===== src/lsu_pkg.sv =====
package lsu_pkg;

    localparam int data_w    = 64;
    localparam int addr_w    = 11;              // 2 KiB data memory
    localparam int ram_depth = 256;
    localparam int lane_w    = 3;
    localparam int be_w      = data_w / 8;      // one enable per byte lane
    localparam int idx_w     = addr_w - lane_w; // word index into the RAM

    // bit 3 marks a store, bit 2 an unsigned load
    // low two bits give the size: 00 word, 01 byte, 10 half, 11 double
    typedef enum logic [3:0] {
        op_lw  = 4'b0000,
        op_lb  = 4'b0001,
        op_lh  = 4'b0010,
        op_ld  = 4'b0011,
        op_lwu = 4'b0100,
        op_lbu = 4'b0101,
        op_lhu = 4'b0110,
        op_sw  = 4'b1000,
        op_sb  = 4'b1001,
        op_sh  = 4'b1010,
        op_sd  = 4'b1011
    } mem_op_e;

    typedef enum logic [1:0] {
        st_idle   = 2'd0,   // waiting for req
        st_access = 2'd1,   // ram port active
        st_resp   = 2'd2,   // response being registered
        st_hold   = 2'd3    // ack high, waiting for req to drop
    } lsu_state_e;

    // core side request, held stable while req is high
    typedef struct packed {
        mem_op_e           op;
        logic [addr_w-1:0] addr;
        logic [data_w-1:0] wdata;
    } mem_req_t;

    typedef struct packed {
        logic [data_w-1:0] rdata;
        logic              err;     // misaligned access
    } mem_rsp_t;

    // command into the data RAM
    typedef struct packed {
        logic              en;
        logic              we;
        logic [idx_w-1:0]  index;
        logic [be_w-1:0]   be;
        logic [data_w-1:0] wdata;
    } ram_port_t;

endpackage

===== src/store_align.sv =====
`timescale 1ns/100ps

module store_align (
    input  lsu_pkg::mem_op_e            op,
    input  logic [lsu_pkg::lane_w-1:0]  lane,
    input  logic [lsu_pkg::data_w-1:0]  wdata,
    output logic [lsu_pkg::be_w-1:0]    be,
    output logic [lsu_pkg::data_w-1:0]  word
);

    logic [lsu_pkg::be_w-1:0]   size_be;    // mask as if lane were 0
    logic [lsu_pkg::data_w-1:0] size_bits;  // same mask, one bit per data bit

    always_comb begin
        case (op)
            lsu_pkg::op_sb: size_be = 8'h01;
            lsu_pkg::op_sh: size_be = 8'h03;
            lsu_pkg::op_sw: size_be = 8'h0f;
            lsu_pkg::op_sd: size_be = 8'hff;
            default:        size_be = 8'h00;    // loads write nothing
        endcase
    end

    always_comb begin
        for (int b = 0; b < lsu_pkg::be_w; b++) begin
            size_bits[b*8 +: 8] = {8{size_be[b]}};
        end
    end

    // alignment is checked upstream, so the shifted mask never wraps
    assign be   = size_be << lane;
    assign word = (wdata & size_bits) << {lane, 3'b000};

endmodule


===== config.mk =====
export PLATFORM = sky130hd
export DESIGN_NAME = store_align
export DESIGN_NICKNAME = d
export VERILOG_FILES = /design/src/lsu_pkg.sv /design/src/store_align.sv
export SDC_FILE = /design/constraint.sdc
export NUM_CORES = 1
export LEC_CHECK = 0
export BUFFER_PORTS_ARGS = -buffer_cell sky130_fd_sc_hd__buf_2
export CAP_MARGIN = 30
export CORE_UTILIZATION = 26
export DETAILED_ROUTE_END_ITERATION = 10
export GPL_TIMING_DRIVEN = 0
export PLACE_DENSITY_LB_ADDON = 0.2
export SYNTH_ARGS = -nofsm -noshare
export SYNTH_HDL_FRONTEND = slang
export SYNTH_SLANG_ARGS = --single-unit

===== constraint.sdc =====
create_clock -name vclk -period 2
set_clock_uncertainty 0.15 [all_clocks]
set_input_delay 0.4 -clock vclk [all_inputs]
set_output_delay 0.4 -clock vclk [all_outputs]
set_load 0.005 [all_outputs]

==> flow_summary.yaml <==
status:
  status: "complete, but fails checks"
  violations: "negative setup slack"
power_and_ir_drop:
  swShare_pct: 53.7
  seq_power_share_pct: 0
  p_per_area_mw_per_mm2: 192
  fin_total_pwr_mw: 0.767
  clkPwrFrac_pct: 0
  p_leak_nw: 1.90
  comb_power_share_pct: 100.0
  p_int_mw: 0.355
  ir_drop_uv: 76.7
  switching_power_mw: 0.411
yosys:
  synth.distinct_cells: 44
  synth_top_area_cell: "mux2i_1"
  ys_seq_area_share_pct: 0
  synth_top_family_by_area: "compound AO/OA/AOI/OAI gates"
  syn_nets: 350
  synthXorXnorAreaFrac_pct: 0.914
  syn_avg_cell_area_um2: 6.87
  synth-simple-area-share_pct: 31.2
  synth-adder-area-share_pct: 0
  synthMuxAreaShare_pct: 17.2
  synth-compound-area-share_pct: 43.0
  synth_top_area_share_pct: 12.5
  synthesis.area_mm2: 0.00192
  synthTopCellsByArea: "mux2i_1 (13%), a22oi_1 (9.4%), a222oi_1 (8.4%)"
  yosys_warnings: 0
  synthCells: 279
place:
  dp_hpwl_um: 8080
  routabilityCongestion: 0.835
  post_dp_cell_area_mm2: 0.00284
  portBuffers: 141
  placedCellCount: 516
final_layout:
  nets: 545
  seq_area_um2: 0
  diodes: 0
  stdcell_count: 568
  area_growth_pct: 108
  seq_cell_count: 0
  finish.utilization_pct: 57.4
  final_cell_area_mm2: 0.00398
  nClkBuffers: 0
  drive_above_1_share_pct: 65.5
timing:
  drv_slew: 0
  maxSlewHeadroom_pct: 49.6
  max_freq_mhz: 414
  setup_tns_ps: -18050
  setup_slack_ps: -415
  finalSetupViolCount: 70
  worstMarginPinSlew_ps: 755
  period_needed_ps: 2420
  hold_violations: 0
  period_share_pct: 121
  rsz0062_at_grt: "true"
floorplanning:
  initial_core_util_pct: 27.6
  die_w_um: 87.9
  pin_count: 143
  die_area_mm2: 0.00772
  coreArea_mm2: 0.00694
  die_y_um: 87.9
  rows: 30
global_routing:
  grt_use_met1_pct: 41.5
  use_met3_pct: 3.77
  grt_pass1_vias: 3357
  grt_overflow: 0
  antenna_found_initial: 0
  grt-busiest-layer: "met2"
  grt_pass1_wl_um: 18300
  grtUsageTotal_pct: 31.3
  grtUsageMet2_pct: 51.3
  grt_max_degree: 11
route:
  drt-initial-drc-count: 463
  routed_wl_um: 12900
  wl_per_cell_um: 22.6
  routed_via_density: 6.15
  drc: 0
  detail-route-antenna-nets: 0
  vias: 3496
  dr.pass1.iters: 7
setup_path:
  startpoint_type: "input port"
  crit_fanout: 10
  crit_type: "in -> out"
  crit_path_start: "lane[0]"
  cp.required_ps: 1450
  arrival_ps: 1870
  cp-end-kind: "output pin"
hold_path:
  hold_path.class: "in -> out"
  hp-start: "wdata[7]"
job:
  drv_cap: 0
clocking:
  hold_buffers: 0
cell families after synthesis:
kind of cell,after synthesis
AO/OA/AOI/OAI,111
XOR/XNOR,2
buffers and inverters,30
multiplexers,32
AND/OR/NAND/NOR,104
path summary, 6_finish.rpt:
path        to  slack, ps  depth (start not counted)
min    word[7]       1000                          3
max   word[61]       -420                          7
placed cells by master, fill, tap and decap left out, types with 2 or more instances in the layout:
master	Yosys	final
a21boi_2	0	8
a21oi_2	0	3
a222oi_1	16	16
a22oi_1	24	8
a22oi_2	0	16
and2_1	8	4
and2_4	0	5
and3_1	16	16
buf_12	0	8
buf_2	9	131
buf_4	6	34
buf_6	0	37
buf_8	0	3
clkbuf_1	11	2
clkbuf_2	0	2
clkbuf_4	0	2
mux2_1	3	3
mux2_2	5	5
mux2i_1	24	23
nand2_1	16	13
nand2_4	0	2
nand2b_4	0	3
nor2_1	29	24
nor2_4	0	4
nor2b_4	1	2
nor3_1	10	8
nor3_4	2	9
o211ai_1	8	8
o21ai_0	12	9
o21ai_1	0	2
o21bai_1	8	8
o221ai_2	0	9
o22ai_1	17	10
o22ai_2	0	7
or3_4	0	2
worst max-delay path: stages:
cell	delay, ps
buf_6	170
buf_12	170
mux2_2	350
a222oi_1	390
buf_4	190
a21boi_2	50
buf_2	140
layout make-up:
class	instances	area, um^2
Inverter	3	22.5
Tap cell	96	120
Timing Repair Buffer	196	1310
Multi-Input combinational cell	249	2250
Buffer	24	282
Fill cell	635	2960
synthesized netlist by cell type (9+ instances only):
| library cell | n |
|---|---|
| a222oi_1 | 16 |
| and3_1 | 16 |
| nor2_1 | 29 |
| buf_2 | 9 |
| clkbuf_1 | 11 |
| o21ai_0 | 12 |
| mux2i_1 | 24 |
| a22oi_1 | 24 |
| nand2_1 | 16 |
| o22ai_1 | 17 |
| nor3_1 | 10 |
| o221ai_1 | 9 |
what timing repair did:
action | 4_1_cts | 5_1_grt
setup endpoints to repair | 71 | 72
pin swaps | 53 | 37
cloned | 0 | 0
setup buffers | 45 | 14
gates resized for setup | 121 | 51
power by group through the flow:
stage	Combinational [mW]	Sequential, mW	Clock [mW]
6_report	0.767	0	0
5_1_grt	0.801	0	0
4_1_cts	0.676	0	0
3_5_place_dp	0.519	0	0
3_3_place_gp	0.516	0	0
2_1_floorplan	0.283	0	0
through the flow:
stage	hold slack (ps)	worst slack [ps]
floorplan	760	-48.2
global placement	989	-658
detailed placement	985	-667
CTS	997	-377
global route	1030	-492
finish	996	-415
per-layer routing:
metal  share of wire [%]  wire (um)  vias to the layer above
met2                  47       6100                      326
met5                   0          0                        -
met3                  11       1450                       52
met1                  38       4860                     1605
li1                    -          -                     1513
met4                 3.4        442                        0
No activity file was read; power rests on OpenSTA's default activity.
