### config.mk
export PLATFORM = sky130hd
export DESIGN_NAME = load_extend
export DESIGN_NICKNAME = d
export VERILOG_FILES = /design/src/lsu_pkg.sv /design/src/load_extend.sv
export SDC_FILE = /design/constraint.sdc
export NUM_CORES = 1
export LEC_CHECK = 0
export ABC_AREA = 1
export BUFFER_PORTS_ARGS = -buffer_cell sky130_fd_sc_hd__buf_4
export CAP_MARGIN = 30
export CELL_PAD_IN_SITES_DETAIL_PLACEMENT = 1
export CELL_PAD_IN_SITES_GLOBAL_PLACEMENT = 1
export CORE_ASPECT_RATIO = 0.9
export CORE_UTILIZATION = 28
export DETAILED_ROUTE_END_ITERATION = 8
export PLACE_DENSITY_LB_ADDON = 0.1
export SLEW_MARGIN = 20
export SYNTH_ARGS = -nofsm -noshare
export SYNTH_HDL_FRONTEND = slang
export SYNTH_SLANG_ARGS = --single-unit
### constraint.sdc
create_clock -name vclk -period 1.2
set_input_delay 0 -clock vclk [all_inputs]
set_output_delay 0 -clock vclk [all_outputs]
set_load 0.01 [all_outputs]
### src/lsu_pkg.sv
package lsu_pkg;

    localparam int data_w    = 64;
    localparam int addr_w    = 11;              // 2 KiB data memory
    localparam int ram_depth = 256;
    localparam int lane_w    = 3;
    localparam int be_w      = data_w / 8;      // one enable per byte lane
    localparam int idx_w     = addr_w - lane_w; // word index into the RAM

    // bit 3 marks a store, bit 2 an unsigned load
    // low two bits give the size: 00 word, 01 byte, 10 half, 11 double
    typedef enum logic [3:0] {
        op_lw  = 4'b0000,
        op_lb  = 4'b0001,
        op_lh  = 4'b0010,
        op_ld  = 4'b0011,
        op_lwu = 4'b0100,
        op_lbu = 4'b0101,
        op_lhu = 4'b0110,
        op_sw  = 4'b1000,
        op_sb  = 4'b1001,
        op_sh  = 4'b1010,
        op_sd  = 4'b1011
    } mem_op_e;

    typedef enum logic [1:0] {
        st_idle   = 2'd0,   // waiting for req
        st_access = 2'd1,   // ram port active
        st_resp   = 2'd2,   // response being registered
        st_hold   = 2'd3    // ack high, waiting for req to drop
    } lsu_state_e;

    // core side request, held stable while req is high
    typedef struct packed {
        mem_op_e           op;
        logic [addr_w-1:0] addr;
        logic [data_w-1:0] wdata;
    } mem_req_t;

    typedef struct packed {
        logic [data_w-1:0] rdata;
        logic              err;     // misaligned access
    } mem_rsp_t;

    // command into the data RAM
    typedef struct packed {
        logic              en;
        logic              we;
        logic [idx_w-1:0]  index;
        logic [be_w-1:0]   be;
        logic [data_w-1:0] wdata;
    } ram_port_t;

endpackage
### src/load_extend.sv
`timescale 1ns/100ps

module load_extend (
    input  lsu_pkg::mem_op_e            op,
    input  logic [lsu_pkg::lane_w-1:0]  lane,
    input  logic [lsu_pkg::data_w-1:0]  word,
    output logic [lsu_pkg::data_w-1:0]  value
);

    logic [lsu_pkg::data_w-1:0] shifted;    // addressed lane moved to byte 0

    assign shifted = word >> {lane, 3'b000};

    always_comb begin
        case (op)
            lsu_pkg::op_lb:  value = {{56{shifted[7]}}, shifted[7:0]};
            lsu_pkg::op_lh:  value = {{48{shifted[15]}}, shifted[15:0]};
            lsu_pkg::op_lw:  value = {{32{shifted[31]}}, shifted[31:0]};
            lsu_pkg::op_ld:  value = word;
            lsu_pkg::op_lbu: value = {56'd0, shifted[7:0]};
            lsu_pkg::op_lhu: value = {48'd0, shifted[15:0]};
            lsu_pkg::op_lwu: value = {32'd0, shifted[31:0]};
            default:         value = '0;    // stores return nothing
        endcase
    end

endmodule

==> flow_metrics.py <==
metrics = {
    "place": {
        "pre_cts_slack_ps": -273,
        "placed_area_um2": 3700,
        "gp_congestion": 0.869,
        "dp_hpwl_um": 9500,
        "numPortBuffers": 135,
    },
    "power": {
        "pwr_density_cell_nw_per_um2": 368,
        "leakagePower_uw": 0.00269,
        "ir_drop_mv": 0.192,
        "power.total_uw": 1690,
    },
    "global_routing": {
        "grt_max_degree": 32,
        "antenna_found_initial": 0,
        "overflow": 0,
        "grt_pass1_vias": 4250,
        "grt_pass1_wl_um": 21800,
        "grt_usage_pct": 31.0,
    },
    "synth": {
        "yosys.cell_types.count": 22,
        "synth-warning-count": 0,
        "syn_nets": 597,
        "syn_area_per_cell_um2": 4.51,
        "ys_seq_area_share_pct": 0,
        "synthCells": 526,
        "synth_area_um2": 2370,
    },
    "final_layout": {
        "drive_gt1_share_pct": 40.2,
        "n_clock_buffer": 0,
        "synthToLayoutAreaGrowth_pct": 93.7,
        "seqCellArea_um2": 0,
        "nets": 757,
        "design_area_um2": 4600,
        "antenna_cells": 0,
        "multi_input_comb_area_um2": 2340,
        "nFillCells": 1139,
        "numSequentialCells": 0,
    },
    "sta": {
        "slew_headroom_pct": 77.8,
        "fmax_ghz": 0.738,
        "worst_pin_slew_ps": 332,
        "rsz0062_at_grt": "yes",
        "fin_crit_sh_pct": 113,
        "hold_violations": 0,
        "slew_viol_final": 0,
        "setup_viol_count_final": 56,
        "fin_ws_ps": -155,
        "timing.final.crit_period_ps": 1350,
    },
    "die": {
        "dieArea_um2": 8850,
        "fp.dieW_um": 99.1,
        "io-pin-count": 135,
        "core_um2": 8150,
        "start_util_pct": 29.2,
        "std_cell_rows": 31,
        "fp.dieH_um": 89.4,
    },
    "detailed_routing": {
        "drc": 0,
        "drt-initial-drc-count": 168,
        "routedWlPerCell_um": 19.6,
        "dr_total_vias": 4369,
        "vias_per_cell": 5.58,
        "drt-pass1-iter-count": 4,
        "totalWireLength_um": 15300,
        "antenna_left": 0,
    },
    "worst_setup_path": {
        "crit_slowest_cell": "o21bai_4",
        "crit_path_max_incr_delay_ps": 190,
        "worstPathRequired_ps": 1200,
        "arrival_ps": 1350,
        "path_class": "in -> out",
        "worstPathMaxFanout": 7,
        "startpoint": "word[47]",
        "startpoint_type": "primary input",
        "crit_path_frequent_cell": "nand2_1",
        "cp_cell_sequence": "buf_4 -> nand2_1 -> nand2_1 -> nand2_1 -> nand2_1 -> o21bai_4 -> buf_12 -> clkbuf_16 -> nand3_1 -> buf_6",
        "critPathBufInv": 4,
        "crit_path_end_kind": "output pin",
        "cp_top_family": "buffers and inverters",
    },
    "run_status": {
        "outcome": "finished with violations",
        "violations": "setup timing",
    },
    "cts": {
        "ctsHoldBuffers": 0,
    },
    "worst_hold_path": {
        "hold_path_startpoint": "word[4]",
        "worstHoldPathType": "in -> out",
    },
    "flow_run": {
        "maxCapViolCount": 0,
    },
}
[what timing repair did]
| action | CTS | global route |
|---|---|---|
| gates resized for setup | 81 | 85 |
| gates cloned | 6 | 3 |
| pin swaps | 11 | 14 |
| setup endpoints to repair | 61 | 63 |
| buffers inserted | 10 | 0 |
[final cells by class]
type / count / share of cell area [%]
inverters: 43 / 3.78
repair buffers: 194 / 42.8
well taps: 99 / 2.69
multi-input cells: 447 / 50.8
[cells in the mapped netlist]
cell type	count	area [um^2]
nor2_2	3	18.8
buf_6	5	56.3
a21oi_1	9	45.0
nand3_2	10	100
nor2_1	59	221
nor2_8	1	20.0
clkbuf_2	1	5.00
nand2_1	238	893
inv_1	39	146
nor2_4	2	22.5
inv_2	3	11.3
nand4_1	10	62.6
o22ai_1	11	68.8
buf_4	5	37.5
nor3_1	2	10.0
buf_2	11	55.1
o21ai_0	51	255
clkbuf_1	14	52.6
o21bai_2	1	11.3
nand3_1	39	195
o211ai_1	11	82.6
clkinv_1	1	3.75
[per-layer routing]
metal | vias up | wire length [um] | share of wire, % | track usage, %
li1 | 2009 | - | - | -
met1 | 2107 | 5930 | 39 | 36.4
met2 | 213 | 8050 | 53 | 61.0
met3 | 40 | 883 | 5.8 | 2.03
met4 | 0 | 459 | 3.0 | 9.76
met5 | - | 0 | 0 | 0
[tightest hold or removal path, delay by kind of cell]
kind,cells,cell delay [ps]
buffers and inverters,2,200
and+or+nand+nor,2,100
[path summary, 6_finish.rpt]
check | to | slack, ps | depth (start not counted)
worst max-delay path | value[54] | -150 | 10
worst min-delay path | value[4] | 300 | 4
[through the flow]
stage / util [%] / std cells / TNS, ps / hold slack (ps)
after floorplan: - / 526 / 0 / 124
after global placement: 45.4 / 764 / -7770 / 291
after detailed placement: 45.4 / 764 / -10730 / 298
after CTS: 51.6 / 780 / -161 / 298
after global routing: 56.5 / 783 / -9010 / 321
final: 56.5 / 783 / -5270 / 295
[report_power, final]
part	switching (uW)	leakage, uW	internal, uW
sequential	0	0	0
combinational	899	0.00269	795
clock	0	0	0
[layout by cell type, fill, tap and decap left out]
| cell type | count |
|---|---|
| o21ai_0 | 32 |
| o21ai_1 | 15 |
| o21ai_2 | 4 |
| nand3_4 | 8 |
| nor2_2 | 7 |
| buf_12 | 12 |
| nand2_1 | 219 |
| buf_16 | 6 |
| nor2_8 | 1 |
| inv_4 | 2 |
| inv_1 | 36 |
| nor3_2 | 1 |
| nand2_2 | 16 |
| nor3_4 | 1 |
| clkbuf_16 | 3 |
| o211ai_1 | 11 |
| clkinv_1 | 1 |
| nand4_1 | 10 |
| nand3_2 | 26 |
| buf_4 | 127 |
| o21bai_4 | 1 |
| inv_8 | 1 |
| buf_8 | 4 |
| nor2_4 | 7 |
| inv_2 | 3 |
| a21oi_1 | 9 |
| nand2_4 | 3 |
| nand3_1 | 15 |
| o22ai_1 | 11 |
| buf_6 | 42 |
| nor2_1 | 50 |
[kinds of logic (layout without fill, tap and decap cells)]
kind of cell	Yosys count	in the layout	share of synthesized area [%]
AOI/OAI and AO/OA	83	83	19.5
buffers and inverters	79	237	15.5
and+or+nand+nor	364	364	65.0
Power figures use the tool's default switching activity.
