--- src/lsu_pkg.sv ---
package lsu_pkg;

    localparam int data_w    = 64;
    localparam int addr_w    = 11;              // 2 KiB data memory
    localparam int ram_depth = 256;
    localparam int lane_w    = 3;
    localparam int be_w      = data_w / 8;      // one enable per byte lane
    localparam int idx_w     = addr_w - lane_w; // word index into the RAM

    // bit 3 marks a store, bit 2 an unsigned load
    // low two bits give the size: 00 word, 01 byte, 10 half, 11 double
    typedef enum logic [3:0] {
        op_lw  = 4'b0000,
        op_lb  = 4'b0001,
        op_lh  = 4'b0010,
        op_ld  = 4'b0011,
        op_lwu = 4'b0100,
        op_lbu = 4'b0101,
        op_lhu = 4'b0110,
        op_sw  = 4'b1000,
        op_sb  = 4'b1001,
        op_sh  = 4'b1010,
        op_sd  = 4'b1011
    } mem_op_e;

    typedef enum logic [1:0] {
        st_idle   = 2'd0,   // waiting for req
        st_access = 2'd1,   // ram port active
        st_resp   = 2'd2,   // response being registered
        st_hold   = 2'd3    // ack high, waiting for req to drop
    } lsu_state_e;

    // core side request, held stable while req is high
    typedef struct packed {
        mem_op_e           op;
        logic [addr_w-1:0] addr;
        logic [data_w-1:0] wdata;
    } mem_req_t;

    typedef struct packed {
        logic [data_w-1:0] rdata;
        logic              err;     // misaligned access
    } mem_rsp_t;

    // command into the data RAM
    typedef struct packed {
        logic              en;
        logic              we;
        logic [idx_w-1:0]  index;
        logic [be_w-1:0]   be;
        logic [data_w-1:0] wdata;
    } ram_port_t;

endpackage
--- src/lsu_ctrl.sv ---
`timescale 1ns/100ps

module lsu_ctrl (
    input  logic                        clk,
    input  logic                        reset,
    input  logic                        req,
    input  lsu_pkg::mem_req_t           req_pkt,
    output logic                        ack,
    output lsu_pkg::mem_rsp_t           rsp_pkt,
    output lsu_pkg::ram_port_t          ram_cmd,
    input  logic [lsu_pkg::be_w-1:0]    st_be,
    input  logic [lsu_pkg::data_w-1:0]  st_word,
    input  logic [lsu_pkg::data_w-1:0]  ld_value,
    output lsu_pkg::mem_op_e            cur_op,
    output logic [lsu_pkg::lane_w-1:0]  cur_lane,
    output logic [lsu_pkg::data_w-1:0]  cur_wdata
);

    lsu_pkg::lsu_state_e        state;
    lsu_pkg::mem_req_t          cur_req;        // request held for the whole transfer
    logic                       cur_err;        // misaligned, memory untouched
    logic                       cur_store;
    logic [lsu_pkg::lane_w-1:0] align_mask;
    logic                       misaligned;
    logic                       ram_go;

    // address bits that must be zero for the access size
    always_comb begin
        case (req_pkt.op)
            lsu_pkg::op_lb, lsu_pkg::op_lbu, lsu_pkg::op_sb: align_mask = 3'b000;
            lsu_pkg::op_lh, lsu_pkg::op_lhu, lsu_pkg::op_sh: align_mask = 3'b001;
            lsu_pkg::op_lw, lsu_pkg::op_lwu, lsu_pkg::op_sw: align_mask = 3'b011;
            default:                                         align_mask = 3'b111;
        endcase
    end

    assign misaligned = |(req_pkt.addr[lsu_pkg::lane_w-1:0] & align_mask);

    always_comb begin
        case (cur_req.op)
            lsu_pkg::op_sb,
            lsu_pkg::op_sh,
            lsu_pkg::op_sw,
            lsu_pkg::op_sd: cur_store = 1'b1;
            default:        cur_store = 1'b0;
        endcase
    end

    // payload capture at the request edge
    always_ff @(posedge clk) begin
        if (state == lsu_pkg::st_idle && req) begin
            cur_req <= req_pkt;
        end
    end

    always_ff @(posedge clk) begin
        if (reset) begin
            state   <= lsu_pkg::st_idle;
            cur_err <= 1'b0;
            ack     <= 1'b0;
            rsp_pkt <= '0;
        end else begin
            case (state)
                lsu_pkg::st_idle: begin
                    if (req) begin
                        cur_err <= misaligned;
                        state   <= lsu_pkg::st_access;
                    end
                end
                lsu_pkg::st_access: begin
                    state <= lsu_pkg::st_resp;  // ram writes or reads here
                end
                lsu_pkg::st_resp: begin
                    // stores and rejected accesses answer with zero data
                    rsp_pkt.rdata <= (cur_err || cur_store) ? '0 : ld_value;
                    rsp_pkt.err   <= cur_err;
                    ack           <= 1'b1;
                    state         <= lsu_pkg::st_hold;
                end
                lsu_pkg::st_hold: begin
                    if (!req) begin
                        ack   <= 1'b0;
                        state <= lsu_pkg::st_idle;
                    end
                end
                default: state <= lsu_pkg::st_idle;
            endcase
        end
    end

    assign ram_go = (state == lsu_pkg::st_access) && !cur_err;

    always_comb begin
        ram_cmd.en    = ram_go;
        ram_cmd.we    = ram_go && cur_store;
        ram_cmd.index = cur_req.addr[lsu_pkg::addr_w-1:lsu_pkg::lane_w];
        ram_cmd.be    = st_be;
        ram_cmd.wdata = st_word;
    end

    // captured fields out to the aligners
    assign cur_op    = cur_req.op;
    assign cur_lane  = cur_req.addr[lsu_pkg::lane_w-1:0];
    assign cur_wdata = cur_req.wdata;

endmodule

--- config.mk ---
export PLATFORM = sky130hd
export DESIGN_NAME = lsu_ctrl
export DESIGN_NICKNAME = d
export VERILOG_FILES = /design/src/lsu_pkg.sv /design/src/lsu_ctrl.sv
export SDC_FILE = /design/constraint.sdc
export NUM_CORES = 1
export LEC_CHECK = 0
export ABC_AREA = 1
export BUFFER_PORTS_ARGS = -buffer_cell sky130_fd_sc_hd__buf_2
export CORE_AREA = 5 5 167 169
export DETAILED_ROUTE_END_ITERATION = 8
export DIE_AREA = 0 0 172 174
export HOLD_SLACK_MARGIN = 0.05
export SKIP_LAST_GASP = 1
export SLEW_MARGIN = 40
export SYNTH_ARGS = -nofsm -noshare
export SYNTH_HDL_FRONTEND = slang
export SYNTH_SLANG_ARGS = --single-unit
--- constraint.sdc ---
create_clock -name clk -period 2.4 [get_ports clk]
set_input_delay 0 -clock clk [delete_from_list [all_inputs] [get_ports clk]]
set_output_delay 0 -clock clk [all_outputs]
set_load 0.01 [all_outputs]
==> metrics.txt, run 1 <==
CTS Buf Count=17; YS warnings=0; Rows=60; post-synth top area cell=edfxtp_1; cts hold-fix bufs=213; status=did not finish; gpl congestion=0.847; Synth Cell Area=5780 sq um; Avg Inst Size Synth=11.6 sq um; Yosys cell types=18; Post CTS Setup Buffer Count=0; IO Pins=437; CTS resizes=0; Synth Register Bits=148; hpwl dp=14200 um; Yosys top cell area share=0.411; Die X=172 um; tool error=[ERROR RSZ-0060] Max buffer count reached.; Port-buffer cells=292; cell chosen for the clock root=clkbuf_16; Sink Count=148; cell count after synthesis=499; syn_nets=724; total number of H-tree levels=4; Exit stage=clock tree synthesis (4_1_cts); chip height=174 um; post-synthesis sequential area ratio=0.650; Synth area leaders=edfxtp_1 (41%), dfxtp_1 (24%), buf_4 (11%); Max clock buf depth=2; Starting Density=0.219
## Yosys cell counts
cell	n
nor2_1	9
buf_2	12
a211oi_1	1
clkinv_2	1
nand2_1	76
edfxtp_1	79
buf_6	9
or2_2	1
clkbuf_1	6
buf_4	81
nand4_1	64
nor3_1	1
ha_1	7
inv_2	1
o21ai_0	5
dfxtp_1	69
inv_1	12
a21oi_1	65
## logic make-up after synthesis
logic type,share of synthesized area
simple gates,0.127
flops,0.650
buf+inv,0.146
compound gates,0.0620
fa+ha+maj,0.0152
## metrics by stage
step	worst slack (ns)	cells	utilization	hold WS (ns)	instance area [sq um]
floorplan	0.0685	499	-	0.0918	5780
global placement	0.859	1031	0.265	0.0000686	7010
detailed placement	0.824	1031	0.265	0.0000686	7010
==> run 2: changes to the inputs <==
--- a/config.mk
+++ b/config.mk
@@ -7,10 +7,10 @@
 export LEC_CHECK = 0
 export ABC_AREA = 1
 export BUFFER_PORTS_ARGS = -buffer_cell sky130_fd_sc_hd__buf_2
-export CORE_AREA = 5 5 167 169
+export CORE_AREA = 5 5 168 170
 export DETAILED_ROUTE_END_ITERATION = 8
-export DIE_AREA = 0 0 172 174
-export HOLD_SLACK_MARGIN = 0.05
+export DIE_AREA = 0 0 173 175
+export PLACE_DENSITY_LB_ADDON = 0.15
 export SKIP_LAST_GASP = 1
 export SLEW_MARGIN = 40
 export SYNTH_ARGS = -nofsm -noshare
==> constraint.sdc (replaced) <==
create_clock -name clk -period 3.1 [get_ports clk]
set_input_delay 0 -clock clk [delete_from_list [all_inputs] [get_ports clk]]
set_output_delay 0 -clock clk [all_outputs]
set_load 0.01 [all_outputs]
==> metrics.txt, run 2 <==
Yosys top cell area share=0.411 (unchanged); power density cells=718 nW/um^2; YS warnings=0 (unchanged); switching power=2.13 mW; prevailing post-synth register cell=edfxtp_1; FFs w/ async S/R, synth=0 (unchanged); CTS tree=built; most common cell after layout, fill and taps aside=buf_2; Relative slew margins=0.523; cell chosen for the clock root=clkbuf_16; clock group share of total power=0.316; Clock Latency Late Sink=0.42 ns; fmax=502 MHz; Max clock buf depth=2 (unchanged); Rows=60 (unchanged); Buf+Inv Stages, Crit Path=2; final std cells w/o fill=1208; Worst-Margin Slew=0.716 ns; CTS resizes=0 (unchanged); most frequent cells in the layout=buf_2 (292), dlygate4sd3_1 (144), edfxtp_1 (79); Total Routing Usage GR=0.133; largest net degree at the start of global routing=65; count leader, synth=buf_4; total number of H-tree levels=4 (unchanged); cell count after synthesis=499 (unchanged); fin crit period=1.99 ns; Die X=173 um (+0.58%); Setup Skew=0.0172 ns; Setup Total Neg Slack=0 ns; hpwl dp=14300 um (+0.99%); initial DRC count=225; Util after Layout=0.338; Final Cycle Share=0.643; Sink Count=148 (unchanged); vias in the first global route=5364; CP endpoint kind=flip-flop; first-pass GRT wire length=31600 um; maxcap violations=0; share of layout cells above drive strength 1=0.387; detailed-route via count=5023; drt pass-1 iters=4; syn_nets=724 (unchanged); Internal Pwr Total=4.31 mW; via-per-instance ratio=4.16; initial antenna violation count=1; final setup vio count=0; final WL=20800 um; Synth area leaders=edfxtp_1 (41%), dfxtp_1 (24%), buf_4 (11%); leakage=3.79 nW; Seq pwr share=0.419; CP delay by family, top=buffers and inverters; Congestion Overflow GR=0; chip height=175 um (+0.57%); Synth Cell Area=5780 sq um (unchanged); gpl congestion=0.726 (-14%); Largest register FFs=65; Data required, critical path=3.45 ns; CTS Buf Count=17 (unchanged); IO Pins=437 (unchanged); Post CTS Setup Buffer Count=0 (unchanged); Largest stage delay, worst path=0.53 ns; arrival time at the worst endpoint=2.34 ns; Worst setup SP type=flip-flop; Synth Register Bits=148 (unchanged); critical path class=flip-flop to flip-flop; crit-path cells=inv_1 -> ha_2 -> buf_4 -> nand4_1 -> a21oi_1; Yosys cell types=18 (unchanged); Avg Inst Size Synth=11.6 sq um (unchanged); status=completed; Post-DRT Antenna Nets=0; Final Max Tran Viols=0; worst-path maximum fanout=47; Fillers=2727; RSZ-0062 raised after global routing=no; drt drc=0; Final nets=1078; post-synthesis sequential area ratio=0.650 (unchanged); Max IR drop VDD=0.292 mV; Final Hold Viols=0; die footprint=30300 sq um; Area Growth Syn to Fin=55.3%; Most flops, register=rsp_pkt; Cells after DPL=1031 (unchanged); EDFF count, synth=79 (unchanged); switching share of power=0.331; post-DR wirelength/cell=17.2 um; Gate power share=0.265; Slowest-stage cell, CP=buf_4; Post-synth top cells=buf_4 (81), edfxtp_1 (79), nand2_1 (76); Port-buffer cells=292 (unchanged); worst hold path type=input port to output port; Starting Density=0.217 (-0.00123); core area=26600 sq um; post-synth top area cell=edfxtp_1; Reg clk slew, reported paths=0.07 ns
## run 2: cell counts after synthesis
No cell type changed its count.
## run 2: area by class of cell
type / instances / area (sq um) / share of cell area
Antenna cell: 1 / 2.50 / 0.000279
Clock buffer: 18 / 429 / 0.0478
Clock inverter: 14 / 140 / 0.0156
Inverter: 14 / 57.6 / 0.00642
Multi-Input combinational cell: 229 / 1180 / 0.132
Sequential cell: 148 / 3750 / 0.418
Tap cell: 341 / 427 / 0.0476
Timing Repair Buffer: 443 / 2980 / 0.332
## run 2: kinds of logic (layout without fill, tap and decap cells)
family | count (synthesis) | in the layout | synth area share
DFF | 148 | 148 | 0.650
AOI/OAI and AO/OA | 71 | 71 | 0.0620
adders and majority gates | 7 | 7 | 0.0152
buffers and inverters | 122 | 489 | 0.146
other | 0 | 1 | 0
and+or+nand+nor | 151 | 151 | 0.127
## run 2: timing repair
action | 4_1_cts | 5_1_grt
hold buffers | 144 | 0
setup endpoints to repair | 0 | 0
hold endpoints to repair | 145 | 0
## run 2: worst paths after layout
path / cells after the start / slack (ns) / start / to
setup / recovery: 5 / 1.11 / state[0] / rsp_pkt[46]
hold / removal: 0 / 0.000004 / st_word[22] / ram_cmd[22]
setup reg to reg: 5 / 1.11 / state[0] / rsp_pkt[46]
hold reg to reg: 2 / 0.46 / rsp_pkt[31] / rsp_pkt[31]
## run 2: stage by stage
step                total power [mW]  hold WS [ns]  instance area, sq um  worst slack (ns)
finish                          6.44    0.00000394                  8970              1.11
global route                    6.84     0.0000150                  8970             0.896
CTS                             6.59     0.0000686                  8970              1.07
detailed placement              4.34     0.0000686                  6960              1.07
global placement                4.35     0.0000686                  6950             0.714
floorplan                       3.78        0.0918                  5780             0.496
## run 2: per-layer routing
metal	up-vias	wire, um	global-route usage
met5	-	0	0
met4	0	846	0.0662
met3	53	1720	0.0543
met2	269	9780	0.219
met1	2307	8410	0.149
li1	2394	-	-
## run 2: power groups by stage
stage | clock [mW] | combinational (mW) | sequential [mW]
CTS | 2.14 | 1.74 | 2.70
finish | 2.04 | 1.71 | 2.70
global route | 2.21 | 1.89 | 2.74
global placement | 0 | 1.61 | 2.74
detailed placement | 0 | 1.60 | 2.75
floorplan | 0 | 0.842 | 2.94
(Power assumes the default switching activity.)
==> run 3: changes to the inputs <==
==> constraint.sdc (replaced) <==
create_clock -name clk -period 1.9 [get_ports clk]
set_input_delay 0 -clock clk [delete_from_list [all_inputs] [get_ports clk]]
set_output_delay 0 -clock clk [all_outputs]
set_load 0.01 [all_outputs]
==> metrics.txt, run 3 (synthesis results as in run 2) <==
Total Routing Usage GR=0.129 (-0.00342); fmax=663 MHz (+32%); CTS tree=built; fin area=9150 sq um (+2.0%); Max IR drop VDD=0.472 mV (+62%); Post-DRT Antenna Nets=0 (unchanged); worst-path maximum fanout=10 (-79%); first-pass GRT wire length=30900 um (-2.2%); multi-input logic area=1200 sq um (+1.3%); fin crit period=1.51 ns (-0.484 ns); core area=26600 sq um (unchanged); CP endpoint kind=flip-flop; worst hold path type=input port to output port; Final Cycle Share=0.794 (+0.151); Congestion Overflow GR=0 (unchanged); post-place setup slack=0.378 ns (-0.688 ns); final WL=19800 um (-4.7%); Rows=60 (unchanged); Slowest-stage cell, CP=dfxtp_2; CP delay by family, top=buffers and inverters; Final Hold Viols=0 (unchanged); Tot Pwr=10.8 mW (+68%); drt pass-1 iters=4 (unchanged); Sink Count=148 (unchanged); detailed-route via count=4941 (-1.6%); share of layout cells above drive strength 1=0.399 (+0.0125); initial antenna violation count=0 (-1); gpl congestion=0.711 (-2.2%); Largest register FFs=65 (unchanged); maxcap violations=0 (unchanged); most common cell after layout, fill and taps aside=buf_2; most frequent cells in the layout=buf_2 (292), dlygate4sd3_1 (145), edfxtp_1 (79); Area Growth Syn to Fin=58.4%; IO Pins=437 (unchanged); power density cells=1190 nW/um^2 (+65%); Max clock buf depth=2 (unchanged); Starting Density=0.217 (unchanged); final setup vio count=0 (unchanged); total number of H-tree levels=4 (unchanged); Relative slew margins=0.720 (+0.198); final worst setup slack=0.392 ns (-0.716 ns); Cell Area, Placed=7100 sq um (+2.1%); Worst-Margin Slew=0.420 ns (-0.296 ns); critical path class=flip-flop to flip-flop; status=completed; post-DR wirelength/cell=16.3 um (-5.2%); Setup Skew=0.0140 ns (-0.00316 ns); Hold WS=0.00000392 ns (-0.0000000239 ns); Worst setup SP type=flip-flop; Data required, critical path=2.07 ns (-1.38 ns); crit-path cells=inv_2 -> ha_4 -> nand2_2 -> clkinvlp_4 -> buf_4; leakage=3.88 nW (+2.2%); # diodes=0 (-1); largest net degree at the start of global routing=66 (+1.5%); cell chosen for the clock root=clkbuf_16; RSZ-0062 raised after global routing=no; CTS Buf Count=17 (unchanged); Reg clk slew, reported paths=0.06 ns (about the same); Final Max Tran Viols=0 (unchanged); arrival time at the worst endpoint=1.68 ns (-0.66 ns); hpwl dp=13600 um (-5.0%); via-per-instance ratio=4.07 (-2.2%); Most flops, register=rsp_pkt; Final nets=1086 (+0.74%); Largest stage delay, worst path=0.36 ns (-0.17 ns); Die X=173 um (unchanged); Fillers=2746 (+0.70%); die footprint=30300 sq um (unchanged); chip height=175 um (unchanged); Clock Latency Late Sink=0.42 ns (about the same); initial DRC count=188 (-16%); Buf+Inv Stages, Crit Path=3 (+1); vias in the first global route=5250 (-2.1%); FF+latch area=3760 sq um (about the same); Port-buffer cells=292 (unchanged); Util after Layout=0.344 (+0.00673); drt drc=0 (unchanged)
run 3: cell type report:
cell class                      instances  area share
Clock buffer                           18      0.0469
Clock inverter                         14      0.0182
Inverter                               14     0.00629
Multi-Input combinational cell        229       0.131
Sequential cell                       148       0.411
Tap cell                              341      0.0466
Timing Repair Buffer                  451       0.341
run 3: final timing paths:
check                    from             to  slack [ns]  cells past startpoint
setup / recovery     state[1]  cur_wdata[21]        0.39                      5
hold / removal    st_word[21]    ram_cmd[21]    0.000004                      0
setup reg to reg     state[1]  cur_wdata[21]        0.39                      5
hold reg to reg   rsp_pkt[35]    rsp_pkt[35]        0.46                      2
run 3: metal layers:
layer	track usage	vias to the layer above	wire, um
li1	-	2406	-
met1	0.157	2229	8570
met2	0.207	248	9090
met3	0.0515	58	1640
met4	0.0496	0	488
met5	0	-	0
run 3: timing repair:
item	4_1_cts	5_1_grt
hold endpoints to repair	145	0
hold buffers	145	0
gates resized for setup	0	0
setup buffers	0	0
run 3: metrics by stage:
stage	TNS, ns	instances
after floorplan	-21.42	499
after detailed placement	0	1038
after CTS	0	1215
final	0	1215
after global routing	0	1215
after global placement	0	1038
run 3: power by group:
part	leakage [nW]	switching, mW	internal [mW]
logic	2.28	1.83	1.22
clock network	0.291	1.54	1.88
registers	1.31	0.233	4.14
total	3.88	3.61	7.24
